`src/source/nes_shell_pkg.sv`:
```
package nes_shell_pkg;

  // cartridge memory address width, 1 KiB
  localparam int MEM_ADDR_W = 10;

  // widths that carry a meaning
  typedef logic [MEM_ADDR_W-1:0] cart_addr_t;
  typedef logic [8:0] save_addr_t;
  typedef logic [7:0] byte_t;

  // save window is the upper half of cart memory
  localparam cart_addr_t SAVE_BASE = cart_addr_t'(512);

  // one pad, bit 0 up: a, b, select, start, up, down, left, right
  typedef logic [7:0] pad_buttons_t;

  // four pads, p1 in the low byte
  typedef struct packed {
    pad_buttons_t p4;
    pad_buttons_t p3;
    pad_buttons_t p2;
    pad_buttons_t p1;
  } pad_set_t;

  // controller lines as the console drives them
  typedef struct packed {
    logic       strobe;
    // one clock per port
    logic [1:0] clocks;
  } joy_bus_t;

  // multitap signature bytes, shifted out after the second pad
  localparam byte_t TAP_SIG_PORT1 = 8'h08;
  localparam byte_t TAP_SIG_PORT2 = 8'h04;

  // wishbone classic, master to slave
  typedef struct packed {
    logic       cyc;
    logic       stb;
    logic       we;
    cart_addr_t adr;
    byte_t      dat_w;
  } wb_req_t;

  // wishbone classic, slave to master
  typedef struct packed {
    logic  ack;
    byte_t dat_r;
  } wb_rsp_t;

  // reset sequencer states
  typedef enum logic [1:0] {
    HOLD_INIT,
    LOADING,
    COUNTDOWN,
    RUN
  } rst_state_e;

endpackage

```
`src/source/save_buffer_port.sv`:
```
`timescale 1ns/1ps

module save_buffer_port (
  input  logic                      clk_ppu_21_47,
  input  logic                      reset_nes,
  input  logic                      sd_buff_wr,
  input  logic                      sd_buff_rd,
  input  nes_shell_pkg::save_addr_t sd_buff_addr,
  input  nes_shell_pkg::byte_t      sd_buff_dout,
  output nes_shell_pkg::byte_t      sd_buff_din,
  output logic                      save_busy,
  output nes_shell_pkg::wb_req_t    bus_req,
  input  nes_shell_pkg::wb_rsp_t    bus_rsp
);

  logic                      req_in;
  nes_shell_pkg::cart_addr_t save_adr;

  // requests while busy are dropped
  assign req_in = (sd_buff_wr || sd_buff_rd) && !bus_req.cyc;

  // offset into the upper half of cart memory
  assign save_adr = nes_shell_pkg::SAVE_BASE + nes_shell_pkg::cart_addr_t'(sd_buff_addr);

  always_ff @(posedge clk_ppu_21_47) begin
    if (reset_nes) begin
      bus_req.cyc <= 1'b0;
      bus_req.stb <= 1'b0;
    end else if (req_in) begin
      bus_req.cyc <= 1'b1;
      bus_req.stb <= 1'b1;
    end else if (bus_rsp.ack) begin
      bus_req.cyc <= 1'b0;
      bus_req.stb <= 1'b0;
    end
  end

  always_ff @(posedge clk_ppu_21_47) begin
    if (req_in) begin
      // write wins when both pulse
      bus_req.we    <= sd_buff_wr;
      bus_req.adr   <= save_adr;
      bus_req.dat_w <= sd_buff_dout;
    end
    // read data held until the next read completes
    if (bus_rsp.ack && !bus_req.we) begin
      sd_buff_din <= bus_rsp.dat_r;
    end
  end

  // high the cycle after the request, low the cycle after ack
  assign save_busy = bus_req.cyc;

endmodule

```
`config.mk`:
```
export PLATFORM = sky130hd
export DESIGN_NAME = save_buffer_port
export DESIGN_NICKNAME = d
export VERILOG_FILES = /design/src/source/nes_shell_pkg.sv /design/src/source/save_buffer_port.sv
export SDC_FILE = /design/constraint.sdc
export NUM_CORES = 1
export LEC_CHECK = 0
export BUFFER_PORTS_ARGS = -buffer_cell sky130_fd_sc_hd__buf_2
export CORE_ASPECT_RATIO = 0.75
export CORE_UTILIZATION = 44
export CTS_BUF_LIST = sky130_fd_sc_hd__clkbuf_4 sky130_fd_sc_hd__clkbuf_8
export CTS_CLUSTER_DIAMETER = 40
export DETAILED_ROUTE_END_ITERATION = 8
export MAX_ROUTING_LAYER = met4
export PLACE_DENSITY = 0.85
export SYNTH_ARGS = -nofsm -noshare
export SYNTH_HDL_FRONTEND = slang
export SYNTH_SLANG_ARGS = --single-unit
```
`constraint.sdc`:
```
create_clock -name clk_ppu_21_47 -period 3.22 [get_ports clk_ppu_21_47]
set_input_delay 0.966 -clock clk_ppu_21_47 [delete_from_list [all_inputs] [get_ports clk_ppu_21_47]]
set_output_delay 0.966 -clock clk_ppu_21_47 [all_outputs]
set_load 0.01 [all_outputs]
```
==> run_results.csv <==
group,metric,value,unit
place,hpwl,1121,µm
setup_path,critical_path_required,2.25,ns
finish,drive_gt1_share,67.71,%
finish,final_cell_area,1196,µm²
finish,nNetsFinal,127,
synthesis,synth_top_family_by_area,"simple AND/OR/NAND/NOR gates",
synthesis,synth_adder_area_share,0,%
synthesis,syn_area_per_cell,23.98,µm²
clock_network,hold_buffers,0,
place,place_area,1166,µm²
routing,via_per_inst,4.517,
timing,skew,0.002550,ns
synthesis,synthMuxAreaShare,0,%
run_status,status,"finished clean",
synthesis,synth_compound_area_share,1.449,%
grt,grt_start_max_net_pins,19,
routing,drc,0,
routing,dr.pass1.iters,3,
timing,final_hold_viol_count,0,
finish,antenna_cells,0,
setup_path,worstSetupStartpointType,"flip-flop",
clock_network,postCtsSetupBuffers,0,
setup_path,worstPathCellList,"buf_2",
setup_path,path_depth,1,
grt,grt_antenna_before_repair,0,
floorplan,dieWidth,53.15,µm
synthesis,synth_area,863.3,µm²
floorplan,die_area,2145,µm²
synthesis,ys_warn_count,0,
routing,antenna_left,0,
floorplan,start_util,48.25,%
finish,register_area,800.8,µm²
place,place_congestion,0.6227,
finish,multi_input_area,40.04,µm²
timing,slew_headroom,54.98,%
finish,syn_to_final_growth,38.55,%
clock_network,cts_tree,"built",
clock_network,clkTransAtPathRegs,0.13,ns
synthesis,syn_inst,36,
timing,hold_ws,0.5634,ns
grt,overflow,0,
setup_path,cp-startpoint,"save_busy",
synthesis,yosys_register_bits,27,
timing,grt_setup_unrepaired,"false",
grt,grt_pass1_vias,414,
synthesis,ys_types,8,
routing,drt-wirelength-per-cell,12.23,µm
synthesis,postSynthNetCount,66,
setup_path,r2r_start,"bus_req[18]",
setup_path,critPathKind,"flip-flop to primary output",
flow_run,cap_viol_max_count,0,
setup_path,r2r_end,"sd_buff_din[1]",
clock_network,post_cts_resized,0,
setup_path,path_buf_inv,1,
power_and_ir_drop,fin_total_pwr,0.0006343,W
synthesis,ys_seq_area_share,92.75,%
setup_path,r2r_slack,1.90,ns
routing,num_vias,533,
setup_path,crit_fanout,6,
clock_network,clkSinkCount,27,
grt,grt_pass1_wl,1863,µm
setup_path,crit_path_max_incr_delay,0.45,ns
floorplan,core_area,1789,µm²
place,placedCellCount,114,
timing,setup_tns,0,ns
setup_path,end_kind,"primary output",
timing,fin_crit,1.891,ns
floorplan,rows,13,
setup_path,r2r_cells,1,
timing,period_share,58.74,%
grt,grt.total_usage,14.31,%
setup_path,crit_end,"save_busy",
routing,initialDrtViolationCount,4,
place,numPortBuffers,58,
timing,slew_violations,0,
synthesis,synthSimpleGateAreaFrac,2.754,%
worst_hold_path,hp-class,"flip-flop to flip-flop",
clock_network,clk_latency,0.31,ns
setup_path,crit_family,"flip-flops",
synthesis,synthXorXnorAreaFrac,0,%
finish,instances_no_fill,118,
setup_path,crit_slowest_cell,"dfxtp_1",
clock_network,cts.path.max_buffers,2,
setup_path,arrival,0.93,ns
routing,routed_wirelength,1443,µm
power_and_ir_drop,p_leak,0.5258,nW
timing,setup_viol,0,
clock_network,numCtsBuffers,3,
finish,fillers,141,
clock_network,root_buffer,"clkbuf_4",
clock_network,htreeDepth,1,
floorplan,ios,60,
floorplan,die_y,40.36,µm
power_and_ir_drop,powerDensity,530.3,nW/µm²
power_and_ir_drop,peakVddDrop,0.4243,mV
timing,worst_slew_pin_slew,0.6739,ns
timing,max_freq,528.7,MHz
-- logic make-up (layout without fill, tap and decap cells) --
| kind of cell | count (synthesis) | count (layout) |
|---|---|---|
| AOI/OAI and AO/OA | 1 | 1 |
| buffers and inverters | 3 | 63 |
| DFF | 27 | 27 |
| other | 1 | 1 |
| and+or+nand+nor | 4 | 4 |
-- layout make-up --
cell class,count,share of cell area (%)
tap,22,2.301
sequential,27,66.95
clock buffer,4,2.510
multi-input combinational,6,3.347
timing repair buffer,59,24.90
-- report_power, final --
part / switching (W) / internal (W) / total (W)
Combinational: 0.0000371 / 0.0000312 / 0.0000683
Clock: 0.0000894 / 0.0000568 / 0.000146
Sequential: 0.00000642 / 0.000413 / 0.000420
Total: 0.000133 / 0.000501 / 0.000634
-- synth_stat cells --
| cell | count | area, µm² |
|---|---|---|
| edfxtp_1 | 26 | 780.8 |
| buf_4 | 3 | 22.52 |
| nor2_1 | 2 | 7.510 |
| a211oi_2 | 1 | 12.51 |
| conb_1 | 1 | 3.750 |
| dfxtp_1 | 1 | 20.02 |
| nor2b_1 | 1 | 6.260 |
| nor3_2 | 1 | 10.01 |
-- per-layer routing --
layer | global-route usage, % | up-vias | share of wire, %
li1 | - | 253 | -
met1 | 12.53 | 248 | 34
met2 | 26.90 | 30 | 56
met3 | 6.818 | 2 | 9.2
met4 | 5.921 | 0 | 0.62
met5 | - | - | 0
-- worst min-delay path by stage --
stage,from,end,slack [ns],depth (start not counted)
finish,save_busy,save_busy,0.56,1
global route,save_busy,save_busy,0.60,1
CTS,save_busy,save_busy,0.57,1
detailed placement,save_busy,save_busy,0.55,1
global placement,save_busy,save_busy,0.53,1
floorplan,save_busy,save_busy,0.58,1
-- per-stage QoR --
stage          worst slack, ns  util, %
6_report                 1.329    66.85
5_1_grt                  1.261    66.85
4_1_cts                  1.305    66.85
3_5_place_dp             1.231    65.17
3_3_place_gp             1.273    65.17
2_1_floorplan            1.049        -
-- state kept, by name, indices dropped and copies added (netlist names) --
name,count
bus_req,18
save_busy,1
sd_buff_din,8
-- cells in the final DEF, fill, tap and decap left out --
cell       n
dfxtp_1    1
edfxtp_1  26
nor2_1     2
buf_4      1
clkbuf_4   4
conb_1     1
a211oi_2   1
nor2b_1    1
nor3_2     1
buf_2     58
No activity file was read; power rests on OpenSTA's default activity.
