File: config.mk
export PLATFORM = sky130hd
export DESIGN_NAME = reset_sequencer
export DESIGN_NICKNAME = d
export VERILOG_FILES = /design/src/source/nes_shell_pkg.sv /design/src/source/reset_sequencer.sv
export SDC_FILE = /design/constraint.sdc
export NUM_CORES = 1
export LEC_CHECK = 0
export BUFFER_PORTS_ARGS = -buffer_cell sky130_fd_sc_hd__buf_4
export CAP_MARGIN = 30
export CORE_MARGIN = 2
export CORE_UTILIZATION = 25
export DETAILED_ROUTE_END_ITERATION = 12
export GPL_ROUTABILITY_DRIVEN = 0
export GPL_TIMING_DRIVEN = 0
export HOLD_SLACK_MARGIN = 0.02
export PLACE_DENSITY_LB_ADDON = 0.1
export SLEW_MARGIN = 0
export SYNTH_ARGS = -nofsm -noshare
export SYNTH_HDL_FRONTEND = slang
export SYNTH_SLANG_ARGS = --single-unit
File: constraint.sdc
create_clock -name clk_ppu_21_47 -period 1.8 [get_ports clk_ppu_21_47]
set_input_delay 0.36 -clock clk_ppu_21_47 [delete_from_list [all_inputs] [get_ports clk_ppu_21_47]]
set_output_delay 0.36 -clock clk_ppu_21_47 [all_outputs]
set_load 0.05 [all_outputs]
File: src/source/nes_shell_pkg.sv
package nes_shell_pkg;

  // cartridge memory address width, 1 KiB
  localparam int MEM_ADDR_W = 10;

  // widths that carry a meaning
  typedef logic [MEM_ADDR_W-1:0] cart_addr_t;
  typedef logic [8:0] save_addr_t;
  typedef logic [7:0] byte_t;

  // save window is the upper half of cart memory
  localparam cart_addr_t SAVE_BASE = cart_addr_t'(512);

  // one pad, bit 0 up: a, b, select, start, up, down, left, right
  typedef logic [7:0] pad_buttons_t;

  // four pads, p1 in the low byte
  typedef struct packed {
    pad_buttons_t p4;
    pad_buttons_t p3;
    pad_buttons_t p2;
    pad_buttons_t p1;
  } pad_set_t;

  // controller lines as the console drives them
  typedef struct packed {
    logic       strobe;
    // one clock per port
    logic [1:0] clocks;
  } joy_bus_t;

  // multitap signature bytes, shifted out after the second pad
  localparam byte_t TAP_SIG_PORT1 = 8'h08;
  localparam byte_t TAP_SIG_PORT2 = 8'h04;

  // wishbone classic, master to slave
  typedef struct packed {
    logic       cyc;
    logic       stb;
    logic       we;
    cart_addr_t adr;
    byte_t      dat_w;
  } wb_req_t;

  // wishbone classic, slave to master
  typedef struct packed {
    logic  ack;
    byte_t dat_r;
  } wb_rsp_t;

  // reset sequencer states
  typedef enum logic [1:0] {
    HOLD_INIT,
    LOADING,
    COUNTDOWN,
    RUN
  } rst_state_e;

endpackage

File: src/source/reset_sequencer.sv
`timescale 1ns/1ps

module reset_sequencer #(
  parameter int unsigned RESET_HOLD = 255
) (
  input  logic clk_ppu_21_47,
  input  logic reset_nes,
  input  logic ioctl_download,
  input  logic loader_busy,
  output logic core_reset
);

  // wide enough for RESET_HOLD, at least one bit
  localparam int CNT_W = $clog2(RESET_HOLD + 2);

  nes_shell_pkg::rst_state_e state_q;
  nes_shell_pkg::rst_state_e state_next;
  logic [CNT_W-1:0] cnt_q;
  logic [CNT_W-1:0] cnt_next;

  // reload during download, count only while loader idle
  always_comb begin
    cnt_next = cnt_q;
    if (ioctl_download) begin
      cnt_next = CNT_W'(RESET_HOLD);
    end else if (!loader_busy && cnt_q != '0) begin
      cnt_next = cnt_q - 1'b1;
    end
  end

  always_comb begin
    state_next = state_q;
    case (state_q)
      // machine held until the first download begins
      nes_shell_pkg::HOLD_INIT: begin
        if (ioctl_download) begin
          state_next = nes_shell_pkg::LOADING;
        end
      end
      nes_shell_pkg::LOADING, nes_shell_pkg::COUNTDOWN: begin
        if (ioctl_download) begin
          state_next = nes_shell_pkg::LOADING;
        end else if (cnt_next == '0) begin
          // release lines up with the counter hitting zero
          state_next = nes_shell_pkg::RUN;
        end else begin
          state_next = nes_shell_pkg::COUNTDOWN;
        end
      end
      nes_shell_pkg::RUN: begin
        // a new download resets the core again
        if (ioctl_download) begin
          state_next = nes_shell_pkg::LOADING;
        end
      end
      default: state_next = nes_shell_pkg::HOLD_INIT;
    endcase
  end

  always_ff @(posedge clk_ppu_21_47) begin
    if (reset_nes) begin
      state_q    <= nes_shell_pkg::HOLD_INIT;
      cnt_q      <= '0;
      core_reset <= 1'b1;
    end else begin
      state_q    <= state_next;
      cnt_q      <= cnt_next;
      core_reset <= (state_next != nes_shell_pkg::RUN);
    end
  end

  // core only leaves reset in RUN with the countdown spent
  a_reset_outside_run : assert property (
    @(posedge clk_ppu_21_47) disable iff (reset_nes)
      !core_reset |-> (state_q == nes_shell_pkg::RUN && cnt_q == '0)
  );

endmodule

==> run summary <==
pwr dens -> 758 nW/um^2
Die ar. -> 2950 sq um
mux share of post-synthesis cell area -> 0.0474
die width -> 54.3 um
hold_ws -> 0.349 ns
HP Start -> reset_nes
min Tclk post-route -> 1.87 ns
Area growth syn-to-layout -> 26.9%
Post-Route Utilization -> 0.330
Clock Skew -> 0.00857 ns
wire length on met2 -> 784 um
clk_lat worst skew -> 0.27 ns
pins over their slew limit -> 0
CP arrival -> 2.03 ns
top routing layer in use -> met4
area of the mapped netlist -> 633 sq um
starting density of the core -> 0.260
Synth Flop Type -> dfxtp_1
initial antenna violation count -> 0
# port buffers -> 4
Final WS setup -> -0.0703 ns
CTS tree -> done
failing checks -> setup timing
core area -> 2430 sq um
CTS clk-pin slew, worst paths -> 0.08 ns
Post-synth EDFFs -> 0
RSZ-0062 raised after global routing -> yes
Mapped Cells -> 75
Synth Warn # -> 0
Die H -> 54.3 um
ant diodes -> 0
leakage -> 0.303 nW
drt via density -> 5.16
Crit. End Element -> register
Switching Power -> 0.184 mW
Synth cell types -> 30
launching element type of the critical path -> register
maximum buffer depth of the clock tree -> 2
Yosys top cell by area -> dfxtp_1
dpl hpwl -> 1070 um
Worst Tran Pin Value -> 0.451 ns
# DRC -> 0
number of core rows -> 18
main combinational cell family by area after synthesis -> simple AND/OR/NAND/NOR gates
simple-gate share of the synthesized area -> 0.259
Comb power frac -> 0.223
metal3 WL -> 26 um
Layout Nets -> 94
launch point of the worst reg-to-reg path -> cnt_q[0]
I/O Pins -> 5
Worst R2R Path Depth -> 7
Peak Freq -> 0.535 GHz
Slew Limit Headroom -> 0.699
total track usage -> 0.128
ys async rst share -> 0
maxcap violations -> 0
root buf cell -> clkbuf_4
largest net degree at the start of global routing -> 11
Syn Area/Cell -> 8.44 sq um
total power -> 0.609 mW
WP data required -> 1.96 ns
Worst path max stage delay -> 0.50 ns
# clock sinks -> 12
WS Path Type -> register to register
CTS Buf Count -> 3
Worst Hold Path EP -> cnt_q[8]
XOR/XNOR Fraction of Synth Area -> 0.0277
peak supply drop -> 307 uV
Worst Path Max Fanout -> 4
ANT nets after route -> 0
wire per inst -> 12.9 um
Compound-Gate Fraction of Synth Area -> 0.231
Fin. Hold Viols -> 0
worst hold path cell count -> 4
Post-Route WL -> 1510 um
Synth top area share -> 0.379
Slowest-stage cell, CP -> or4b_4
count leader, synth -> dfxtp_1
H-tree Lvls -> 1
FF-to-FF setup slack -> -0.07 ns
share of layout cells above drive strength 1 -> 0.287
Seq pwr share -> 0.507
final setup violating endpoints -> 1
most common library cells after synthesis -> 12 x dfxtp_1, 10 x a21oi_1, 7 x nor2_1
Met1 Wirelength -> 665 um
GR Overflow Total -> 0
cts hold-fix bufs -> 0
outcome -> finished with violations
Clock power frac -> 0.269
Setup TNS Final -> -0.0703 ns
internal power -> 0.425 mW
synthesized-area fraction occupied by adder cells -> 0.0198
Syn Nets -> 80
number of global-route vias before repair -> 605
first-pass iteration count of the detailed router -> 4
global-route wire length before repair -> 2670 um
critical path cell sequence -> inv_4 -> ha_4 -> or4b_4 -> nor3_4 -> mux2i_1 -> nand4_1 -> o22a_1
via count -> 604
synth top area cells -> dfxtp_1 38%, a21oi_1 7.9%, mux2i_1 4.7%
register bit count reported by yosys -> 12
worst r2r dst -> core_reset
sequential area share after synthesis -> 0.379
switching share of total power -> 0.302
Hold Path Class -> input port to register
initial DRC count -> 13
final period utilization -> 1.04
==> stage by stage <==
step	area, sq um	worst slack (ns)	cells
finish	803	-0.0703	117
global route	803	-0.149	117
CTS	808	-0.155	118
detailed placement	714	-0.232	109
global placement	714	-0.259	109
floorplan	647	-0.0519	75
==> power by group through the flow <==
stage,clock network [mW],logic (mW),registers [mW]
floorplan,0,0.0862,0.312
global placement,0,0.117,0.316
detailed placement,0,0.115,0.316
CTS,0.173,0.138,0.307
global route,0.184,0.153,0.312
finish,0.164,0.136,0.309
==> per-layer routing <==
layer | GRT usage | vias to the layer above
li1 | - | 302
met3 | 0.0164 | 4
met5 | 0 | -
met2 | 0.221 | 9
met1 | 0.149 | 289
met4 | 0.0750 | 0
==> timing repair <==
action / 4_1_cts / 5_1_grt
setup buffers: 7 / 1
pin swaps: 2 / 2
hold endpoints to repair: 0 / 0
resized for setup: 8 / 3
setup endpoints to repair: 3 / 4
==> sequential cells by signal (all words and copies together) (netlist names) <==
name / cells
cnt_q: 9
state_q: 2
core_reset: 1
==> area by class of cell <==
cell class,count,area [sq um]
plain buffers,1,3.75
clock buffers,3,22.5
fillers,277,1630
inverters,4,17.5
multi-input cells,57,399
flip-flops and latches,12,248
well taps,30,37.5
repair buffers,10,75.1
==> placed cells by master, fill, tap and decap left out, types with 3 or more instances in the layout <==
| cell type | count |
|---|---|
| nor2_1 | 6 |
| buf_4 | 10 |
| clkbuf_4 | 3 |
| dfxtp_1 | 10 |
| nand2_1 | 4 |
| a21oi_1 | 9 |
| nor3_1 | 5 |
| mux2i_1 | 3 |
==> cells by family (layout without fill, tap and decap cells) <==
logic type               count (synthesis)  after routing
flip-flops                              12             12
XOR/XNOR                                 2              2
AND/OR/NAND/NOR                         29             29
buffers and inverters                    6             18
adder cells (fa/ha/maj)                  1              1
AO/OA/AOI/OAI                           22             22
multiplexers                             3              3
==> worst max path at each step <==
stage,from,to,slack [ns],cells after the start
floorplan,cnt_q[0],core_reset,-0.05,8
global route,cnt_q[0],core_reset,-0.15,7
finish,cnt_q[0],core_reset,-0.07,7
CTS,cnt_q[0],core_reset,-0.15,8
global placement,cnt_q[0],core_reset,-0.26,8
detailed placement,cnt_q[0],core_reset,-0.23,8
==> worst max-delay path, delay by kind of cell, from the launching register on <==
family | cells | cell delay (ns)
buf+inv | 1 | 0.05
fa+ha+maj | 1 | 0.12
compound gates | 1 | 0.19
flops | 1 | 0.36
simple gates | 3 | 0.79
mux | 1 | 0.25
No activity file was read; power rests on OpenSTA's default activity.
