File: config.mk
export PLATFORM = sky130hd
export DESIGN_NAME = joypad_serializer
export DESIGN_NICKNAME = d
export VERILOG_FILES = /design/src/source/nes_shell_pkg.sv /design/src/source/joypad_serializer.sv
export SDC_FILE = /design/constraint.sdc
export NUM_CORES = 1
export LEC_CHECK = 0
export BUFFER_PORTS_ARGS = -buffer_cell sky130_fd_sc_hd__buf_2
export CORE_MARGIN = 10
export CORE_UTILIZATION = 40
export DETAILED_ROUTE_END_ITERATION = 7
export GPL_TIMING_DRIVEN = 0
export PLACE_DENSITY = 0.6
export SLEW_MARGIN = 25
export SYNTH_ARGS = -nofsm -noshare
export SYNTH_HDL_FRONTEND = slang
export SYNTH_SLANG_ARGS = --single-unit
File: constraint.sdc
create_clock -name clk_ppu_21_47 -period 1 [get_ports clk_ppu_21_47]
set_input_delay 0.2 -clock clk_ppu_21_47 [delete_from_list [all_inputs] [get_ports clk_ppu_21_47]]
set_output_delay 0.2 -clock clk_ppu_21_47 [all_outputs]
set_load 0.1 [all_outputs]
File: src/source/nes_shell_pkg.sv
package nes_shell_pkg;

  // cartridge memory address width, 1 KiB
  localparam int MEM_ADDR_W = 10;

  // widths that carry a meaning
  typedef logic [MEM_ADDR_W-1:0] cart_addr_t;
  typedef logic [8:0] save_addr_t;
  typedef logic [7:0] byte_t;

  // save window is the upper half of cart memory
  localparam cart_addr_t SAVE_BASE = cart_addr_t'(512);

  // one pad, bit 0 up: a, b, select, start, up, down, left, right
  typedef logic [7:0] pad_buttons_t;

  // four pads, p1 in the low byte
  typedef struct packed {
    pad_buttons_t p4;
    pad_buttons_t p3;
    pad_buttons_t p2;
    pad_buttons_t p1;
  } pad_set_t;

  // controller lines as the console drives them
  typedef struct packed {
    logic       strobe;
    // one clock per port
    logic [1:0] clocks;
  } joy_bus_t;

  // multitap signature bytes, shifted out after the second pad
  localparam byte_t TAP_SIG_PORT1 = 8'h08;
  localparam byte_t TAP_SIG_PORT2 = 8'h04;

  // wishbone classic, master to slave
  typedef struct packed {
    logic       cyc;
    logic       stb;
    logic       we;
    cart_addr_t adr;
    byte_t      dat_w;
  } wb_req_t;

  // wishbone classic, slave to master
  typedef struct packed {
    logic  ack;
    byte_t dat_r;
  } wb_rsp_t;

  // reset sequencer states
  typedef enum logic [1:0] {
    HOLD_INIT,
    LOADING,
    COUNTDOWN,
    RUN
  } rst_state_e;

endpackage

File: src/source/joypad_serializer.sv
`timescale 1ns/1ps

module joypad_serializer (
  input  logic                    clk_ppu_21_47,
  input  logic                    core_reset,
  input  nes_shell_pkg::pad_set_t pads,
  input  logic                    multitap_enabled,
  input  nes_shell_pkg::joy_bus_t joy,
  output logic [1:0]              joy_data
);

  // per port: pad, then tap pad, then signature
  logic [1:0][23:0] shift_q;
  logic [1:0][23:0] load_val;
  // previous clock levels for edge detect
  logic [1:0]       last_clk_q;
  logic [1:0]       clk_fall;

  always_comb begin
    if (multitap_enabled) begin
      load_val[0] = {nes_shell_pkg::TAP_SIG_PORT1, pads.p3, pads.p1};
      load_val[1] = {nes_shell_pkg::TAP_SIG_PORT2, pads.p4, pads.p2};
    end else begin
      // no tap, reads past the pad return ones
      load_val[0] = {16'hffff, pads.p1};
      load_val[1] = {16'hffff, pads.p2};
    end
  end

  // high to low on the console clock line
  assign clk_fall = last_clk_q & ~joy.clocks;

  always_ff @(posedge clk_ppu_21_47) begin
    if (core_reset) begin
      shift_q    <= '0;
      last_clk_q <= '0;
    end else begin
      for (int n = 0; n < 2; n++) begin
        // strobe reloads, a falling clock still shifts
        if (joy.strobe) begin
          shift_q[n] <= load_val[n];
        end
        if (clk_fall[n]) begin
          shift_q[n] <= {1'b0, shift_q[n][23:1]};
        end
      end
      last_clk_q <= joy.clocks;
    end
  end

  // serial data is bit 0 of each register
  assign joy_data[0] = shift_q[0][0];
  assign joy_data[1] = shift_q[1][0];

endmodule

==> metrics.md, run 1 <==
| Metric | Value |
|---|---|
| 1st-iter DRT viols | `96` |
| Cells after DPL | `around 330` |
| Reg power frac | `0.553` |
| Part of the power in the clock network | `0.273` |
| Top_reg_cell synth | `dfxtp_1` |
| Period utilization | `1.08` |
| Row cnt | `26` |
| YS warnings | `0` |
| Worst-path clk slew | `about 80 ps` |
| Worst ir drop on vdd | `726 uV` |
| Power Total | `between 4 and 5 mW` |
| Diode count | `0` |
| Initial antenna violation count | `0` |
| CORE AREA | `slightly above 5000 um2` |
| Ranking of synthesized cells by area | `dfxtp_1, mux2i_1, a21oi_1, o221ai_1, a211oi_1` |
| Io pins | `40` |
| Combinational share of power | `0.173` |
| Vias | `1813` |
| Sw frac | `0.263` |
| Status | `finished, violations left` |
| Root Buffer | `clkbuf_8` |
| Syn Area/Cell | `~9.4 um2` |
| Final setup viols | `48` |
| Top-area cell type share of the netlist area | `0.477` |
| Routed len/inst | `approximately 15 um` |
| Critical path startpoint | `last_clk_q[1]$_SDFF_PP0_` |
| Final Hold Viols | `0` |
| Maxcap violations | `0` |
| Count leader, synth | `dfxtp_1` |
| Final Skew | `around 5.8 ps` |
| Gpl congestion | `0.724` |
| CTS tree | `yes` |
| Commonest cells in the synthesized netlist | `dfxtp_1, a21oi_1, nand2_1` |
| Synth Instances | `224` |
| Fraction of registers with async set/reset | `0` |
| Startpoint types | `flop` |
| Layout area overhead | `31.7%` |
| H-tree depth | `2` |
| CP Data Arrival Time | `approximately 1200 ps` |
| Layout Cells excl Fill | `about 350` |
| Pin count of the biggest net entering global routing | `14` |
| Worst-Margin Slew | `around 550 ps` |
| Final Critical Period | `around 1100 ps` |
| Hold/Removal Path Class | `input pin to flop` |
| Final instance area | `around 2800 um2` |
| Netlist Area Pre-Place | `between 2000 and 2500 um2` |
| Pwr Density | `1460 nW/um2` |
| Die area | `approximately 8500 um2` |
| Yosys cell types | `20` |
| Syn_nets | `~260` |
| Input/output buffers | `38` |
| Share of cells above drive strength 1 | `0.375` |
| Peak Freq | `between 900 and 1000 MHz` |
| Final setup margin | `-77.5 ps` |
| Max_slew headroom | `0.635` |
| Leak pwr | `1.10 nW` |
| CTS Buf Count | `5` |
| CP required | `approximately 1200 ps` |
| Synth area leader | `dfxtp_1` |
| Worst setup path category | `flop to flop` |
| # DRC | `0` |
| Final layout net count | `313` |
| Failing checks | `setup timing` |
| Setup crit end kind | `flop` |
| First-pass GRT wire length | `between 8000 and 9000 um` |
| Antenna Nets Post-Route | `0` |
| Number of global-route vias before repair | `roughly 1800` |
| Max-slew violation count | `0` |
| Unrepaired setup endpoints after global routing | `yes` |
| Worst reg2reg path startpoint | `last_clk_q[1]$_SDFF_PP0_` |
| Die Ht | `about 92 um` |
| Yosys reg bits | `50` |
| Grt ovf | `0` |
| EDFF count, synth | `0` |
| Clock sink count | `50` |
| Max Root-Sink Buffers | `2` |
| Net Switching | `around 1.1 mW` |
| Hpwl dp | `roughly 3500 um` |
| Hold path startpoint | `joy[0]` |
| CP Max Fanout | `6` |
| Sequential share of the synthesized area | `0.477` |
| Initial Util | `0.411` |
| Clk_lat worst skew | `~300 ps` |
| Vias per cell | `roughly 5.3` |
| Gr usage total | `0.121` |
| Die X | `between 90 and 100 um` |
| Placed cell area | `roughly 2400 um2` |
| Initial DRT Pass Iterations | `4` |
| P_int | `2.98 mW` |
| Overall routed net length | `5320 um` |
## state kept, by name (all words and copies together), names as in the netlist
name,flops
last_clk_q,2
joy_data,2
shift_q,46
## area by class of cell
cell class / count / area, um2
tap: 70 / 87.6
multi-input combinational: 149 / 1050
buffer: 23 / 220
timing repair buffer: 46 / 319
sequential: 50 / 1010
fill: 493 / 2340
clock buffer: 7 / 76.3
## worst max-delay path, cell delays in order, from the launching register on
cell      delay, ps
dfxtp_2         330
or2b_4          310
buf_4           170
nor2_1           90
a211oi_1         50
## what timing repair did
| action | CTS | global route |
|---|---|---|
| hold buffers | 0 | 0 |
| setup endpoints to repair | 48 | 49 |
| resized for setup | 36 | 30 |
| setup buffers | 2 | 1 |
| gates cloned | 3 | 2 |
| pin swaps | 9 | 4 |
| hold endpoints to repair | 0 | 0 |
## power by group through the flow
| stage | clock network (mW) | logic, mW | registers [mW] |
|---|---|---|---|
| 5_1_grt | 1.23 | 0.767 | 2.26 |
| 6_report | 1.11 | 0.701 | 2.24 |
| 3_5_place_dp | 0 | 0.578 | 2.27 |
| 2_1_floorplan | 0 | 0.421 | 2.25 |
| 4_1_cts | 1.15 | 0.632 | 2.23 |
| 3_3_place_gp | 0 | 0.574 | 2.27 |
## path summary, 6_finish.rpt
check | end | slack [ps] | cells past startpoint
setup reg to reg | shift_q[30]$_SDFFE_PP0P_ | -80 | 4
setup / recovery | shift_q[30]$_SDFFE_PP0P_ | -80 | 4
hold / removal | last_clk_q[0]$_SDFF_PP0_ | 150 | 2
hold reg to reg | shift_q[20]$_SDFFE_PP0P_ | 460 | 2
## logic make-up (layout without fill, tap and decap cells)
| kind of cell | after synthesis | in the layout | share of synthesized area |
|---|---|---|---|
| mux | 16 | 16 | 0.0763 |
| simple gates | 59 | 59 | 0.120 |
| flops | 50 | 50 | 0.477 |
| compound gates | 74 | 74 | 0.246 |
| buf+inv | 25 | 76 | 0.0811 |
## routing by layer
| metal | share of wire | vias up | global-route usage |
|---|---|---|---|
| met5 | 0 | - | 0 |
| li1 | - | 915 | - |
| met4 | 0.0081 | 0 | 0.0347 |
| met3 | 0.076 | 5 | 0.0444 |
| met1 | 0.47 | 851 | 0.160 |
| met2 | 0.45 | 42 | 0.180 |
## cells in the final DEF, fill, tap and decap left out, types with 3 or more instances in the layout
master	synthesis	layout
buf_8	1	5
o221ai_2	0	6
a211oi_1	16	9
buf_6	1	6
clkbuf_8	0	5
dfxtp_1	50	46
mux2i_1	16	16
nor2_4	0	3
nor2b_1	4	4
buf_12	1	3
nor3_1	4	4
dfxtp_2	0	4
clkbuf_1	3	5
o211ai_1	12	12
nor2_1	20	12
nor2_2	0	5
nand2_1	28	28
o221ai_1	16	10
buf_2	12	40
a211oi_2	0	7
a21oi_1	28	26
buf_4	7	10
## per-stage QoR
step	util	worst slack [ps]	hold slack [ps]	setup TNS, ps
3_3_place_gp	0.465	-159	440	-3930
6_report	0.541	-77.5	148	-2310
5_1_grt	0.541	-155	159	-4930
4_1_cts	0.506	-55.6	137	-2150
2_1_floorplan	-	12.9	280	0
3_5_place_dp	0.465	-178	442	-4520
Note: power is estimated with default switching activity, not from simulation.
==> inputs of run 2 (changes only) <==
- BUFFER_PORTS_ARGS: -buffer_cell sky130_fd_sc_hd__buf_2 -> -buffer_cell sky130_fd_sc_hd__buf_4
==> metrics.md, run 2 (same netlist as run 1, synthesis figures left out) <==
| Metric | Value |
|---|---|
| Status | `finished, violations left` |
| Failing checks | `setup timing` |
| H-tree depth | `2` |
| Commonest non-fill, non-tap cells in the layout | `dfxtp_1, buf_4, nand2_1` |
| Final Critical Period | `approximately 1100 ps` |
| Final Hold Viols | `0` |
| Cells after DPL | `around 330` |
| Io pins | `40` |
| Clk_lat worst skew | `300 ps` |
| Commonest non-fill, non-tap cell in the layout | `dfxtp_1` |
| Final Skew | `between 8 and 9 ps` |
| Core Util, Final | `0.568` |
| Largest Register | `shift_q` |
| WL met2 | `between 2000 and 2500 um` |
| Input/output buffers | `38` |
| Max-slew violation count | `0` |
| Worst setup path category | `flop to flop` |
| CTS Buf Count | `5` |
| Worst-path clk slew | `roughly 90 ps` |
| Root Buffer | `clkbuf_8` |
| Worst path bufs/invs | `1` |
| CP max stage delay | `between 300 and 400 ps` |
| Initial antenna violation count | `0` |
| # DRC | `0` |
| Hold-fix buffers, CTS | `0` |
| Diode count | `0` |
| CTS tree | `yes` |
| Met3 wire length | `about 310 um` |
| CORE AREA | `approximately 5100 um2` |
| Final setup margin | `-77.1 ps` |
| Initial Util | `0.411` |
| Grt ovf | `0` |
| Unrepaired setup endpoints after global routing | `yes` |
| Top cell family by delay on the critical path | `flip-flops` |
| Pin count of the biggest net entering global routing | `16` |
| Max_slew headroom | `0.602` |
| Antenna Nets Post-Route | `0` |
| Max Root-Sink Buffers | `2` |
| Initial DRT Pass Iterations | `4` |
| Layout Cells excl Fill | `about 340` |
| Setup tns final | `-2370 ps` |
| Share of cells above drive strength 1 | `0.392` |
| Period utilization | `1.08` |
| Clock sink count | `50` |
| Gr usage total | `0.121` |
| Gpl congestion | `roughly 0.74` |
| Crit path cell chain | `or2b_4, buf_6, o221ai_1, a21oi_1` |
| First-pass GRT wire length | `slightly below 9000 um` |
| CP required | `between 1000 and 1500 ps` |
| Routed len/inst | `15.3 um` |
| Final instance area | `2900 um2` |
| Hold/Removal Path Class | `input pin to flop` |
| CP Data Arrival Time | `1260 ps` |
| Max reg flops | `between 40 and 50` |
| Placed cell area | `~2500 um2` |
| Startpoint types | `flop` |
| Row cnt | `26` |
| Setup crit end kind | `flop` |
| Critical path's slowest cell | `dfxtp_2` |
| Fin Hold WS | `134 ps` |
| Peak Freq | `928 MHz` |
| Die area | `about 8500 um2` |
| Worst ir drop on vdd | `approximately 950 uV` |
| Leak pwr | `about 1.1 nW` |
| Final layout net count | `310` |
| Layout area overhead | `38.2%` |
| Pwr Density | `roughly 1600 nW/um2` |
| Number of global-route vias before repair | `around 1800` |
| CP Max Fanout | `10` |
| DRT met1 WL | `around 2500 um` |
| Die X | `between 90 and 100 um` |
| Vias | `about 1800` |
| Overall routed net length | `~5200 um` |
| Vias per cell | `approximately 5.3` |
| Highest Signal Layer | `met4` |
| Worst-Margin Slew | `approximately 600 ps` |
| Maxcap violations | `0` |
| Final setup viols | `48` |
| Die Ht | `between 90 and 100 um` |
| 1st-iter DRT viols | `48` |
| Hpwl dp | `3440 um` |
[run 2: power breakdown]
| part | leakage, nW | total, mW | switching, mW | internal [mW] |
|---|---|---|---|---|
| sequential | 0.417 | 2.24 | 0.0908 | 2.15 |
| clock | 0.0714 | 1.73 | 0.664 | 1.07 |
| combinational | 0.660 | 0.737 | 0.354 | 0.383 |
[run 2: worst paths after layout]
path	start	end	slack, ps	depth (start not counted)
max	last_clk_q[1]$_SDFF_PP0_	shift_q[39]$_SDFFE_PP0P_	-80	4
min	core_reset	shift_q[47]$_SDFFE_PP0P_	130	2
min reg2reg	shift_q[35]$_SDFFE_PP0P_	shift_q[34]$_SDFFE_PP0P_	450	2
max reg2reg	last_clk_q[1]$_SDFF_PP0_	shift_q[39]$_SDFFE_PP0P_	-80	4
[run 2: routing by layer]
metal  GRT usage  vias to the layer above
met5           0                        -
met4      0.0373                        0
met3      0.0315                        7
met2       0.191                       44
met1       0.159                      870
li1            -                      909
[run 2: cell type report]
class                           count  area [um2]
Clock buffer                        6        82.6
Multi-Input combinational cell    149        1080
Fill cell                         474        2210
Tap cell                           70        87.6
Buffer                             23         220
Timing Repair Buffer               43         365
Clock inverter                      2        60.1
Sequential cell                    50        1010
[run 2: what timing repair did]
| action | CTS | global route |
|---|---|---|
| buffers inserted | 2 | 0 |
| setup endpoints to repair | 48 | 50 |
| pin swaps | 9 | 3 |
| gates cloned | 2 | 1 |
| gates resized for setup | 44 | 21 |
| endpoints found under the hold margin | 0 | 0 |
[run 2: through the flow]
step	power, mW	setup slack [ps]
final	4.71	-77.1
after global routing	4.90	-140
after CTS	4.68	-65.7
after detailed placement	2.89	-127
after global placement	2.88	-143
after floorplan	2.67	12.9
