<file path="src/source/nes_shell_pkg.sv">
package nes_shell_pkg;

  // cartridge memory address width, 1 KiB
  localparam int MEM_ADDR_W = 10;

  // widths that carry a meaning
  typedef logic [MEM_ADDR_W-1:0] cart_addr_t;
  typedef logic [8:0] save_addr_t;
  typedef logic [7:0] byte_t;

  // save window is the upper half of cart memory
  localparam cart_addr_t SAVE_BASE = cart_addr_t'(512);

  // one pad, bit 0 up: a, b, select, start, up, down, left, right
  typedef logic [7:0] pad_buttons_t;

  // four pads, p1 in the low byte
  typedef struct packed {
    pad_buttons_t p4;
    pad_buttons_t p3;
    pad_buttons_t p2;
    pad_buttons_t p1;
  } pad_set_t;

  // controller lines as the console drives them
  typedef struct packed {
    logic       strobe;
    // one clock per port
    logic [1:0] clocks;
  } joy_bus_t;

  // multitap signature bytes, shifted out after the second pad
  localparam byte_t TAP_SIG_PORT1 = 8'h08;
  localparam byte_t TAP_SIG_PORT2 = 8'h04;

  // wishbone classic, master to slave
  typedef struct packed {
    logic       cyc;
    logic       stb;
    logic       we;
    cart_addr_t adr;
    byte_t      dat_w;
  } wb_req_t;

  // wishbone classic, slave to master
  typedef struct packed {
    logic  ack;
    byte_t dat_r;
  } wb_rsp_t;

  // reset sequencer states
  typedef enum logic [1:0] {
    HOLD_INIT,
    LOADING,
    COUNTDOWN,
    RUN
  } rst_state_e;

endpackage

</file>
<file path="src/source/cart_mem_arbiter.sv">
`timescale 1ns/1ps

module cart_mem_arbiter (
  input  logic                   clk_ppu_21_47,
  input  logic                   reset_nes,
  input  nes_shell_pkg::wb_req_t load_req,
  output nes_shell_pkg::wb_rsp_t load_rsp,
  input  nes_shell_pkg::wb_req_t save_req,
  output nes_shell_pkg::wb_rsp_t save_rsp,
  output nes_shell_pkg::wb_req_t mem_req,
  input  nes_shell_pkg::wb_rsp_t mem_rsp
);

  typedef enum logic [1:0] {
    GNT_NONE,
    GNT_LOAD,
    GNT_SAVE
  } grant_e;

  grant_e grant_q;
  grant_e grant_sel;

  always_comb begin
    // current owner keeps the bus while its cyc is high
    if (grant_q == GNT_LOAD && load_req.cyc) begin
      grant_sel = GNT_LOAD;
    end else if (grant_q == GNT_SAVE && save_req.cyc) begin
      grant_sel = GNT_SAVE;
    end else if (load_req.cyc) begin
      // idle, loader first
      grant_sel = GNT_LOAD;
    end else if (save_req.cyc) begin
      grant_sel = GNT_SAVE;
    end else begin
      grant_sel = GNT_NONE;
    end
  end

  always_ff @(posedge clk_ppu_21_47) begin
    if (reset_nes) begin
      grant_q <= GNT_NONE;
    end else begin
      grant_q <= grant_sel;
    end
  end

  // slave port follows the grant, idle bus is all zero
  always_comb begin
    case (grant_sel)
      GNT_LOAD: mem_req = load_req;
      GNT_SAVE: mem_req = save_req;
      default:  mem_req = '0;
    endcase
  end

  // the loser sees no ack and keeps stb up
  assign load_rsp.ack   = mem_rsp.ack && (grant_sel == GNT_LOAD);
  assign load_rsp.dat_r = mem_rsp.dat_r;
  assign save_rsp.ack   = mem_rsp.ack && (grant_sel == GNT_SAVE);
  assign save_rsp.dat_r = mem_rsp.dat_r;

  // ack lands one cycle after the granted strobe, grant must not have moved
  a_load_ack_granted : assert property (
    @(posedge clk_ppu_21_47) disable iff (reset_nes) load_rsp.ack |-> grant_q == GNT_LOAD
  );
  a_save_ack_granted : assert property (
    @(posedge clk_ppu_21_47) disable iff (reset_nes) save_rsp.ack |-> grant_q == GNT_SAVE
  );

endmodule

</file>
<file path="config.mk">
export PLATFORM = sky130hd
export DESIGN_NAME = cart_mem_arbiter
export DESIGN_NICKNAME = d
export VERILOG_FILES = /design/src/source/nes_shell_pkg.sv /design/src/source/cart_mem_arbiter.sv
export SDC_FILE = /design/constraint.sdc
export NUM_CORES = 1
export LEC_CHECK = 0
export BUFFER_PORTS_ARGS = -buffer_cell sky130_fd_sc_hd__buf_2
export CAP_MARGIN = 25
export CORE_MARGIN = 2
export CORE_UTILIZATION = 22
export DETAILED_ROUTE_END_ITERATION = 8
export HOLD_SLACK_MARGIN = 0.02
export PLACE_DENSITY_LB_ADDON = 0.12
export SLEW_MARGIN = 20
export SYNTH_ARGS = -nofsm -noshare
export SYNTH_HDL_FRONTEND = slang
export SYNTH_SLANG_ARGS = --single-unit
</file>
<file path="constraint.sdc">
create_clock -name clk_ppu_21_47 -period 1 [get_ports clk_ppu_21_47]
set_input_delay 0.05 -clock clk_ppu_21_47 [delete_from_list [all_inputs] [get_ports clk_ppu_21_47]]
set_output_delay 0.05 -clock clk_ppu_21_47 [all_outputs]
set_load 0.05 [all_outputs]
</file>
==> flow_metrics.tcl, run 1 <==
set metrics [dict create \
    cp.required_ns 0.95 \
    cts_tree "done" \
    yosys.cell_types.count 13 \
    min_path_cells 0 \
    ys_ff_latch 2 \
    critical_path_class "reg -> out" \
    wl_per_cell_um 12.90 \
    io_pins 92 \
    finalCritPeriodShare 1.400 \
    grt_start_max_net_pins 14 \
    gp_congestion 0.6439 \
    firstDrtPassIters 2 \
    cts_buffer_depth 2 \
    hold_viol 0 \
    synth_nets 104 \
    r2r-end "grant_q[0]$_SDFF_PP0_" \
    crit_chain "nand3b_1 > and2_4 > a22o_4 > buf_8" \
    final_common_cell "buf_2" \
    clk_latency_ns 0.22 \
    layout_setup_ws_ns -0.3997 \
    period_minus_slack_ns 1.400 \
    finish.utilization 0.5404 \
    syn_area_um2 462.9 \
    via_per_inst 4.575 \
    portBuffers 67 \
    setup_violations 22 \
    antenna_found_initial 0 \
    ctsHtreeMaxLevel 1 \
    clkTransAtPathRegs_ns 0.03 \
    slew_headroom 0.8358 \
    cts_inserted_buffers 3 \
    rrSetupSlack_ns 0.01 \
    netlist_instances 51 \
    grt_pass1_vias 638 \
    cts_root_buf "clkbuf_4" \
    rows 16 \
    critical_path.top_delay_family "simple AND/OR/NAND/NOR gates" \
    syn_area_per_cell_um2 9.077 \
    core_um2 1982 \
    reg2reg_from "grant_q[0]$_SDFF_PP0_" \
    drive_gt1_frac 0.9533 \
    hold_path_end "load_rsp[3]" \
    crit_path_start_kind "register" \
    nNetsFinal 162 \
    power_density_nw_per_um2 982.8 \
    grt_use_total 0.1421 \
    leakagePower_nw 0.5719 \
    cap_violations 0 \
    top_regs "grant_q: 2 flops" \
    largest_register_ffs 2 \
    crit_path_top_delay_cell "dfxtp_1" \
    worst-path-max-fanout 6 \
    max_stage_delay_ns 0.29 \
    fill_cells 188 \
    timing.hold.ws_ns 0.1000 \
    r2r_cells 3 \
    start_util 0.2336 \
    grt_pass1_wl_um 2725 \
    hold_class "in -> out" \
    dieArea_um2 2487 \
    skew_ns 0.0008131 \
    violations "negative setup slack" \
    antenna_left 0 \
    slew_violations 0 \
    largest_register "grant_q" \
    drcViolationCount 0 \
    cp.arrival_ns 1.35 \
    drt-total-wl_um 1729 \
    syn2layout_area_growth_pct 131.4 \
    die_h_um 49.87 \
    drtIter0Drc 2 \
    yosysSeqAreaShare 0.08649 \
    end_kind "primary output" \
    finalSetupTns_ns -8.358 \
    status "finished with violations" \
    diodes 0 \
    cp_num_buf_inv 1 \
    die_x_um 49.87 \
    vias 613 \
    hold_start "mem_rsp[3]" \
    final_cell_mix "buf_2, buf_6, a22o_4" \
    max_clock_freq_ghz 0.7144 \
    rsz0062_at_grt "yes" \
    post-cts-setup-buffers 0 \
    worst_pin_slew_ns 0.2481 \
    yosysWarnings 0 \
    cts_sinks 2 \
    vdd_ir_drop_max_mv 0.6132 \
    grt-ovfl-total 0 \
]
==> worst register-to-register path, delay by kind of cell, from the launching register on <==
kind | cells | cell delay (ns)
flops | 1 | 0.29
simple gates | 3 | 0.60
==> power by group <==
| group | internal, W | switching [W] | total, W |
|---|---|---|---|
| Combinational | 0.000360 | 0.000426 | 0.000786 |
| Clock | 0.000133 | 0.0000468 | 0.000179 |
| Sequential | 0.0000851 | 0.00000263 | 0.0000878 |
| Total | 0.000578 | 0.000475 | 0.00105 |
==> repair_timing <==
item                       CTS  global route
gates cloned                 2             0
pin swaps                    1             2
setup endpoints to repair   23            24
hold buffers                 1             0
gates resized for setup     47             2
hold endpoints to repair     2             0
==> logic make-up after synthesis <==
kind of cell           Yosys count  share of synthesized area
flip-flops                       2                    0.08649
AO/OA/AOI/OAI                   21                     0.4216
AND/OR/NAND/NOR                  8                     0.1352
buffers and inverters           20                     0.3568
==> Yosys cell counts <==
cell      count  area, um^2
a22o_1       19       166.4
and2_4        1       8.760
a21boi_4      1       18.77
buf_4        16       120.1
dfxtp_1       2       40.04
and3_2        1       7.510
or2_2         1       6.260
a22o_2        1       10.01
nand3b_1      1       7.510
nand2b_4      1       13.76
and2_1        1       6.260
buf_6         4       45.04
nor2b_1       2       12.51
==> stage by stage <==
step	cell area [um^2]	total power [W]	cells	setup WS, ns
4_1_cts	1064	0.001068	134	-0.4254
3_3_place_gp	872.1	0.0007465	128	-0.2663
3_5_place_dp	872.1	0.0007512	128	-0.2850
5_1_grt	1071	0.001107	134	-0.4677
6_report	1071	0.001053	134	-0.3997
2_1_floorplan	636.9	0.0007575	51	-0.06105
==> worst max-delay path by stage <==
| stage | startpoint | to | slack (ns) | cells past startpoint |
|---|---|---|---|---|
| after floorplan | grant_q[0]$_SDFF_PP0_ | save_rsp[8] | -0.06 | 4 |
| after detailed placement | grant_q[0]$_SDFF_PP0_ | mem_req[18] | -0.28 | 4 |
| after global placement | grant_q[0]$_SDFF_PP0_ | mem_req[18] | -0.27 | 4 |
| final | grant_q[0]$_SDFF_PP0_ | mem_req[0] | -0.40 | 4 |
| after CTS | grant_q[0]$_SDFF_PP0_ | mem_req[16] | -0.43 | 4 |
| after global routing | grant_q[0]$_SDFF_PP0_ | mem_req[16] | -0.47 | 4 |
==> area by class of cell <==
cell class / count / area, um^2 / share of cell area
Timing Repair Buffer: 71 / 529.3 / 0.4942
Multi-Input combinational cell: 31 / 444.2 / 0.4147
Sequential cell: 2 / 41.29 / 0.03855
Tap cell: 27 / 33.78 / 0.03154
Clock buffer: 3 / 22.52 / 0.02103
==> per-layer routing <==
| layer | global-route usage | share of wire |
|---|---|---|
| met1 | 0.1505 | 0.33 |
| met5 | 0 | 0 |
| met4 | 0.09722 | 0.011 |
| met3 | 0.03636 | 0.12 |
| met2 | 0.2444 | 0.53 |
No activity file was read; power rests on OpenSTA's default activity.
==> inputs of run 2 (changes only) <==
--- a/config.mk
+++ b/config.mk
@@ -5,10 +5,11 @@
 export SDC_FILE = /design/constraint.sdc
 export NUM_CORES = 1
 export LEC_CHECK = 0
+export ABC_AREA = 1
 export BUFFER_PORTS_ARGS = -buffer_cell sky130_fd_sc_hd__buf_2
 export CAP_MARGIN = 25
 export CORE_MARGIN = 2
-export CORE_UTILIZATION = 22
+export CORE_UTILIZATION = 23
 export DETAILED_ROUTE_END_ITERATION = 8
 export HOLD_SLACK_MARGIN = 0.02
 export PLACE_DENSITY_LB_ADDON = 0.12
==> run 2 against run 1 <==
The flow still finishes with violations (negative setup slack). Utilization decreased by 0.69 points. Fmax increased by 13%. Combinational power increased by 5.2%. Cell count increased by 35%. Die area increased by 4.8%. Sequential share of layout area decreased by 0.25 points. Design area increased by 7.0%. Register-to-register slack improved by 0.14 ns. Clock-buffer cell count unchanged. Critical path type unchanged.
==> flow_metrics.tcl, run 2 <==
set metrics [dict create \
    hold_path_end "save_rsp[0]" \
    ctsHtreeMaxLevel 1 \
    clk_latency_ns 0.22 \
    synthAdderAreaFrac 0 \
    slew_violations 0 \
    grt_start_max_net_pins 24 \
    end_kind "primary output" \
    synth.area.top_cells "nand2_1, buf_4, nand3_1" \
    grt-ovfl-total 0 \
    crit_path_start_kind "register" \
    netlist_instances 96 \
    design_area_um2 1146 \
    rsz0062_at_grt "yes" \
    cts_tree "done" \
    grt_pass1_vias 778 \
    setup_violations 22 \
    ys_ff_latch 2 \
    place_area_um2 838.3 \
    die_h_um 51.06 \
    dpl.hpwl_um 1374 \
    dieArea_um2 2607 \
    yosys.cell_types.count 12 \
    cts_buffer_depth 2 \
    antenna_found_initial 0 \
    grt_use_total 0.1578 \
    ys_top_cells_by_count "nand2_1, nand3_1, buf_4" \
    status "finished with violations" \
    timing.hold.ws_ns 0.1000 \
    syn_area_per_cell_um2 5.305 \
    layout_setup_ws_ns -0.2346 \
    antenna_left 0 \
    hold_viol 0 \
    syn_area_um2 509.2 \
    r2r_cells 5 \
    diodes 0 \
    period_minus_slack_ns 1.235 \
    rrSetupSlack_ns 0.15 \
    cts_sinks 2 \
    clkTransAtPathRegs_ns 0.03 \
    skew_ns 0.0006942 \
    final_cell_mix "buf_2, nand2_2, nand3_1, buf_8, nand2_1" \
    worst-path-max-fanout 5 \
    max_clock_freq_ghz 0.8100 \
    yosysTopAreaCell "nand2_1" \
    drcViolationCount 0 \
    vdd_ir_drop_max_mv 0.5375 \
    cap_violations 0 \
    largest_register "grant_q" \
    synth_mux_area_frac 0 \
    r2r-end "grant_q[0]$_SDFF_PP0_" \
    cp.arrival_ns 1.18 \
    firstDrtPassIters 4 \
    cp.required_ns 0.95 \
    synthXorXnorAreaFrac 0 \
    hold_class "in -> out" \
    synth_top_area_frac 0.3170 \
    cts_inserted_buffers 3 \
    min_path_cells 0 \
    gp_congestion 0.6989 \
    core_um2 2148 \
    placed_cells 176 \
    via_per_inst 4.525 \
    violations "negative setup slack" \
    rows 17 \
    yosysWarnings 0 \
    nNetsFinal 208 \
    slew_headroom 0.8369 \
    final_cells 181 \
    leakagePower_nw 0.6344 \
    portBuffers 67 \
    start_util 0.2370 \
    drtIter0Drc 14 \
    synth.most_common_cell "nand2_1" \
    vias 819 \
    die_x_um 51.06 \
    hold_start "mem_rsp[0]" \
    power_density_nw_per_um2 954.4 \
    final_common_cell "buf_2" \
    syn2layout_area_growth_pct 125.1 \
    synth_edf_count 0 \
    yosysSeqAreaShare 0.07862 \
    synth_compound_area_frac 0.01966 \
    critical_path_class "reg -> out" \
    reg2reg_from "grant_q[0]$_SDFF_PP0_" \
    io_pins 92 \
    drt-total-wl_um 2015 \
    top_regs "grant_q: 2 flops" \
    pre_cts_slack_ns -0.1684 \
    wl_per_cell_um 11.13 \
    worst_pin_slew_ns 0.2463 \
    ys.flop_type "dfxtp_1" \
    drive_gt1_frac 0.7386 \
    cts_root_buf "clkbuf_4" \
    synthSimpleGateAreaFrac 0.5602 \
    synth_top_family_by_area "simple AND/OR/NAND/NOR gates" \
    synth_nets 149 \
    finalCritPeriodShare 1.235 \
    largest_register_ffs 2 \
    async_flop_share 0 \
    grt_pass1_wl_um 3132 \
]
-- run 2: cell families after synthesis --
kind of cell,count (synthesis)
DFF,2
and+or+nand+nor,67
buffers and inverters,25
AOI/OAI and AO/OA,2
-- run 2: stage by stage --
stage,util,power [W],setup TNS (ns)
after CTS,0.5207,0.001090,-5.851
after global routing,0.5335,0.001166,-6.202
after global placement,0.3902,0.0006967,-2.025
after detailed placement,0.3902,0.0006984,-2.995
after floorplan,-,0.0006900,-0.1529
final,0.5335,0.001094,-4.588
-- run 2: worst max-delay path by stage --
| stage | start | end | depth (start not counted) |
|---|---|---|---|
| after floorplan | grant_q[0]$_SDFF_PP0_ | save_rsp[8] | 4 |
| after global placement | grant_q[0]$_SDFF_PP0_ | mem_req[19] | 7 |
| after detailed placement | grant_q[0]$_SDFF_PP0_ | mem_req[19] | 7 |
| after CTS | grant_q[0]$_SDFF_PP0_ | mem_req[7] | 7 |
| after global routing | grant_q[0]$_SDFF_PP0_ | mem_req[17] | 6 |
| final | grant_q[0]$_SDFF_PP0_ | mem_req[17] | 7 |
-- run 2: layer usage --
metal	vias to the layer above	global-route usage	wire length (um)
li1	402	-	-
met1	354	0.1376	615
met2	63	0.3139	1144
met3	0	0.05556	255
met4	0	0.07207	0
met5	-	0	0
-- run 2: final cells by class --
type	count	area, um^2
clock buffers	3	22.52
repair buffers	76	641.9
multi-input cells	69	394.1
fillers	209	1002
well taps	28	35.03
inverters	3	11.26
flip-flops and latches	2	41.29
-- run 2: power breakdown --
| group | switching (W) | internal, W | total, W |
|---|---|---|---|
| sequential | 0.00000245 | 0.0000853 | 0.0000878 |
| combinational | 0.000476 | 0.000351 | 0.000827 |
| clock | 0.0000469 | 0.000132 | 0.000179 |
-- run 2: repair_timing --
| action | in CTS | in global routing |
|---|---|---|
| cloned | 1 | 0 |
| resized for setup | 74 | 8 |
| buffers inserted | 0 | 0 |
| hold buffers | 1 | 0 |
| hold endpoints to repair | 2 | 0 |
| pin swaps | 2 | 2 |
| setup endpoints to repair | 22 | 22 |
-- run 2: worst max-delay path, stage by stage (launching register included) --
cell	delay [ns]
dfxtp_1	0.29
inv_2	0.06
nand3_4	0.08
nand2_4	0.10
buf_6	0.14
nand2_2	0.06
nand2_2	0.07
buf_8	0.15
==> inputs of run 3 (changes only) <==
--- a/config.mk
+++ b/config.mk
@@ -13,7 +13,10 @@
 export DETAILED_ROUTE_END_ITERATION = 8
 export HOLD_SLACK_MARGIN = 0.02
 export PLACE_DENSITY_LB_ADDON = 0.12
+export REMOVE_ABC_BUFFERS = 1
+export SETUP_SLACK_MARGIN = 0.05
 export SLEW_MARGIN = 20
 export SYNTH_ARGS = -nofsm -noshare
 export SYNTH_HDL_FRONTEND = slang
 export SYNTH_SLANG_ARGS = --single-unit
+export TNS_END_PERCENT = 10
==> run 3 against run 2 <==
The flow still finishes with violations (negative setup slack). Highest routed layer unchanged. Worst hold slack barely moved. Design area decreased by 11%. Global-route usage fell by 1.4 points.
==> flow_metrics.tcl, run 3 (synthesized netlist as in run 2, its figures left out) <==
set metrics [dict create \
    violations "negative setup slack" \
    crit_path_start_kind "register" \
    dieArea_um2 2607 \
    max_stage_delay_ns 0.29 \
    core_um2 2148 \
    grt-ovfl-total 0 \
    portBuffers 67 \
    drive_gt1_frac 0.5844 \
    start_util 0.2370 \
    slew_violations 0 \
    vdd_ir_drop_max_mv 0.7174 \
    placed_cells 178 \
    layout_setup_ws_ns -0.2146 \
    drt-total-wl_um 1918 \
    crit_path_top_delay_cell "dfxtp_1" \
    nNetsFinal 209 \
    design_area_um2 1020 \
    cts_tree "done" \
    drcViolationCount 0 \
    firstDrtPassIters 4 \
    largest_register_ffs 2 \
    clkTransAtPathRegs_ns 0.03 \
    clk_latency_ns 0.22 \
    via_per_inst 4.412 \
    fill_cells 238 \
    crit_chain "inv_2 > nand3_4 > nand2_4 > buf_12 > nand2_1 > nand2_1 > buf_6" \
    cp.required_ns 0.95 \
    syn2layout_area_growth_pct 100.2 \
    final_cell_mix "buf_2, nand2_1, buf_6" \
    rows 17 \
    io_pins 92 \
    worst_pin_slew_ns 0.2501 \
    rsz0062_at_grt "yes" \
    cp.arrival_ns 1.16 \
    wl_per_cell_um 10.54 \
    cts_sinks 2 \
    critical_path.top_delay_family "buffers and inverters" \
    final_common_cell "buf_2" \
    place_area_um2 797.0 \
    cp_num_buf_inv 3 \
    cts_buffer_depth 2 \
    gp_congestion 0.5519 \
    dpl.hpwl_um 1468 \
    vias 803 \
    setup_violations 22 \
    final_cells 182 \
    top_regs "grant_q: 2 flops" \
    end_kind "primary output" \
    cts_root_buf "clkbuf_4" \
    hold_class "in -> out" \
    cpMostUsedCell "nand2_1" \
    antenna_left 0 \
    drtIter0Drc 3 \
    worst-path-max-fanout 13 \
    largest_register "grant_q" \
    finalCritPeriodShare 1.215 \
    cap_violations 0 \
    power_density_nw_per_um2 968.0 \
    diodes 0 \
    cts_inserted_buffers 3 \
    slew_headroom 0.8344 \
    grt_pass1_wl_um 2932 \
    grt_use_total 0.1436 \
    status "finished with violations" \
    die_x_um 51.06 \
    antenna_found_initial 0 \
    ctsHtreeMaxLevel 1 \
    die_h_um 51.06 \
    grt_start_max_net_pins 14 \
    finalSetupTns_ns -4.390 \
    grt_pass1_vias 719 \
    hold_viol 0 \
    leakagePower_nw 0.6018 \
    critical_path_class "reg -> out" \
    skew_ns 0.002541 \
    max_clock_freq_ghz 0.8233 \
    period_minus_slack_ns 1.215 \
]
run 3: final timing paths:
path	start	endpoint	slack (ns)	cells past startpoint
worst max-delay path	grant_q[0]$_SDFF_PP0_	mem_req[11]	-0.21	7
worst min-delay path	mem_rsp[2]	save_rsp[2]	0.10	0
worst max register to register	grant_q[0]$_SDFF_PP0_	grant_q[0]$_SDFF_PP0_	0.08	6
worst min register to register	grant_q[1]$_SDFF_PP0_	grant_q[1]$_SDFF_PP0_	0.67	3
run 3: final cells by class:
| class | instances | area [um^2] | share of cell area |
|---|---|---|---|
| sequential | 2 | 41.29 | 0.04049 |
| tap | 28 | 35.03 | 0.03436 |
| multi-input combinational | 69 | 324.1 | 0.3178 |
| inverter | 3 | 11.26 | 0.01104 |
| timing repair buffer | 77 | 585.6 | 0.5742 |
| clock buffer | 3 | 22.52 | 0.02209 |
run 3: where the power goes:
part / total, W / internal, W / switching (W)
logic: 0.000726 / 0.000291 / 0.000435
clock network: 0.000174 / 0.000132 / 0.0000417
registers: 0.0000878 / 0.0000854 / 0.00000247
total: 0.000987 / 0.000508 / 0.000479
run 3: what timing repair did:
action / 4_1_cts / 5_1_grt
cloned: 0 / 0
gates resized for setup: 45 / 15
hold endpoints to repair: 2 / 0
endpoints found under the setup margin: 22 / 23
pin swaps: 1 / 1
hold buffers: 1 / 0
setup buffers: 0 / 0
run 3: routing by layer:
layer,routed length (um),track usage,vias to the layer above
met1,673,0.1373,342
met5,0,0,-
li1,-,-,402
met3,334,0.1053,0
met4,0,0.04054,0
met2,909,0.2424,59
run 3: stage by stage:
| stage | setup WS, ns | hold slack [ns] | utilization | power (W) |
|---|---|---|---|---|
| 3_3_place_gp | -0.1099 | 0.1005 | 0.3710 | 0.0006752 |
| 5_1_grt | -0.2992 | 0.1004 | 0.4747 | 0.001063 |
| 4_1_cts | -0.2708 | 0.1005 | 0.4514 | 0.0009736 |
| 3_5_place_dp | -0.1490 | 0.1005 | 0.3710 | 0.0006773 |
| 6_report | -0.2146 | 0.1002 | 0.4747 | 0.0009871 |
| 2_1_floorplan | -0.5290 | 0.1000 | - | 0.0004608 |
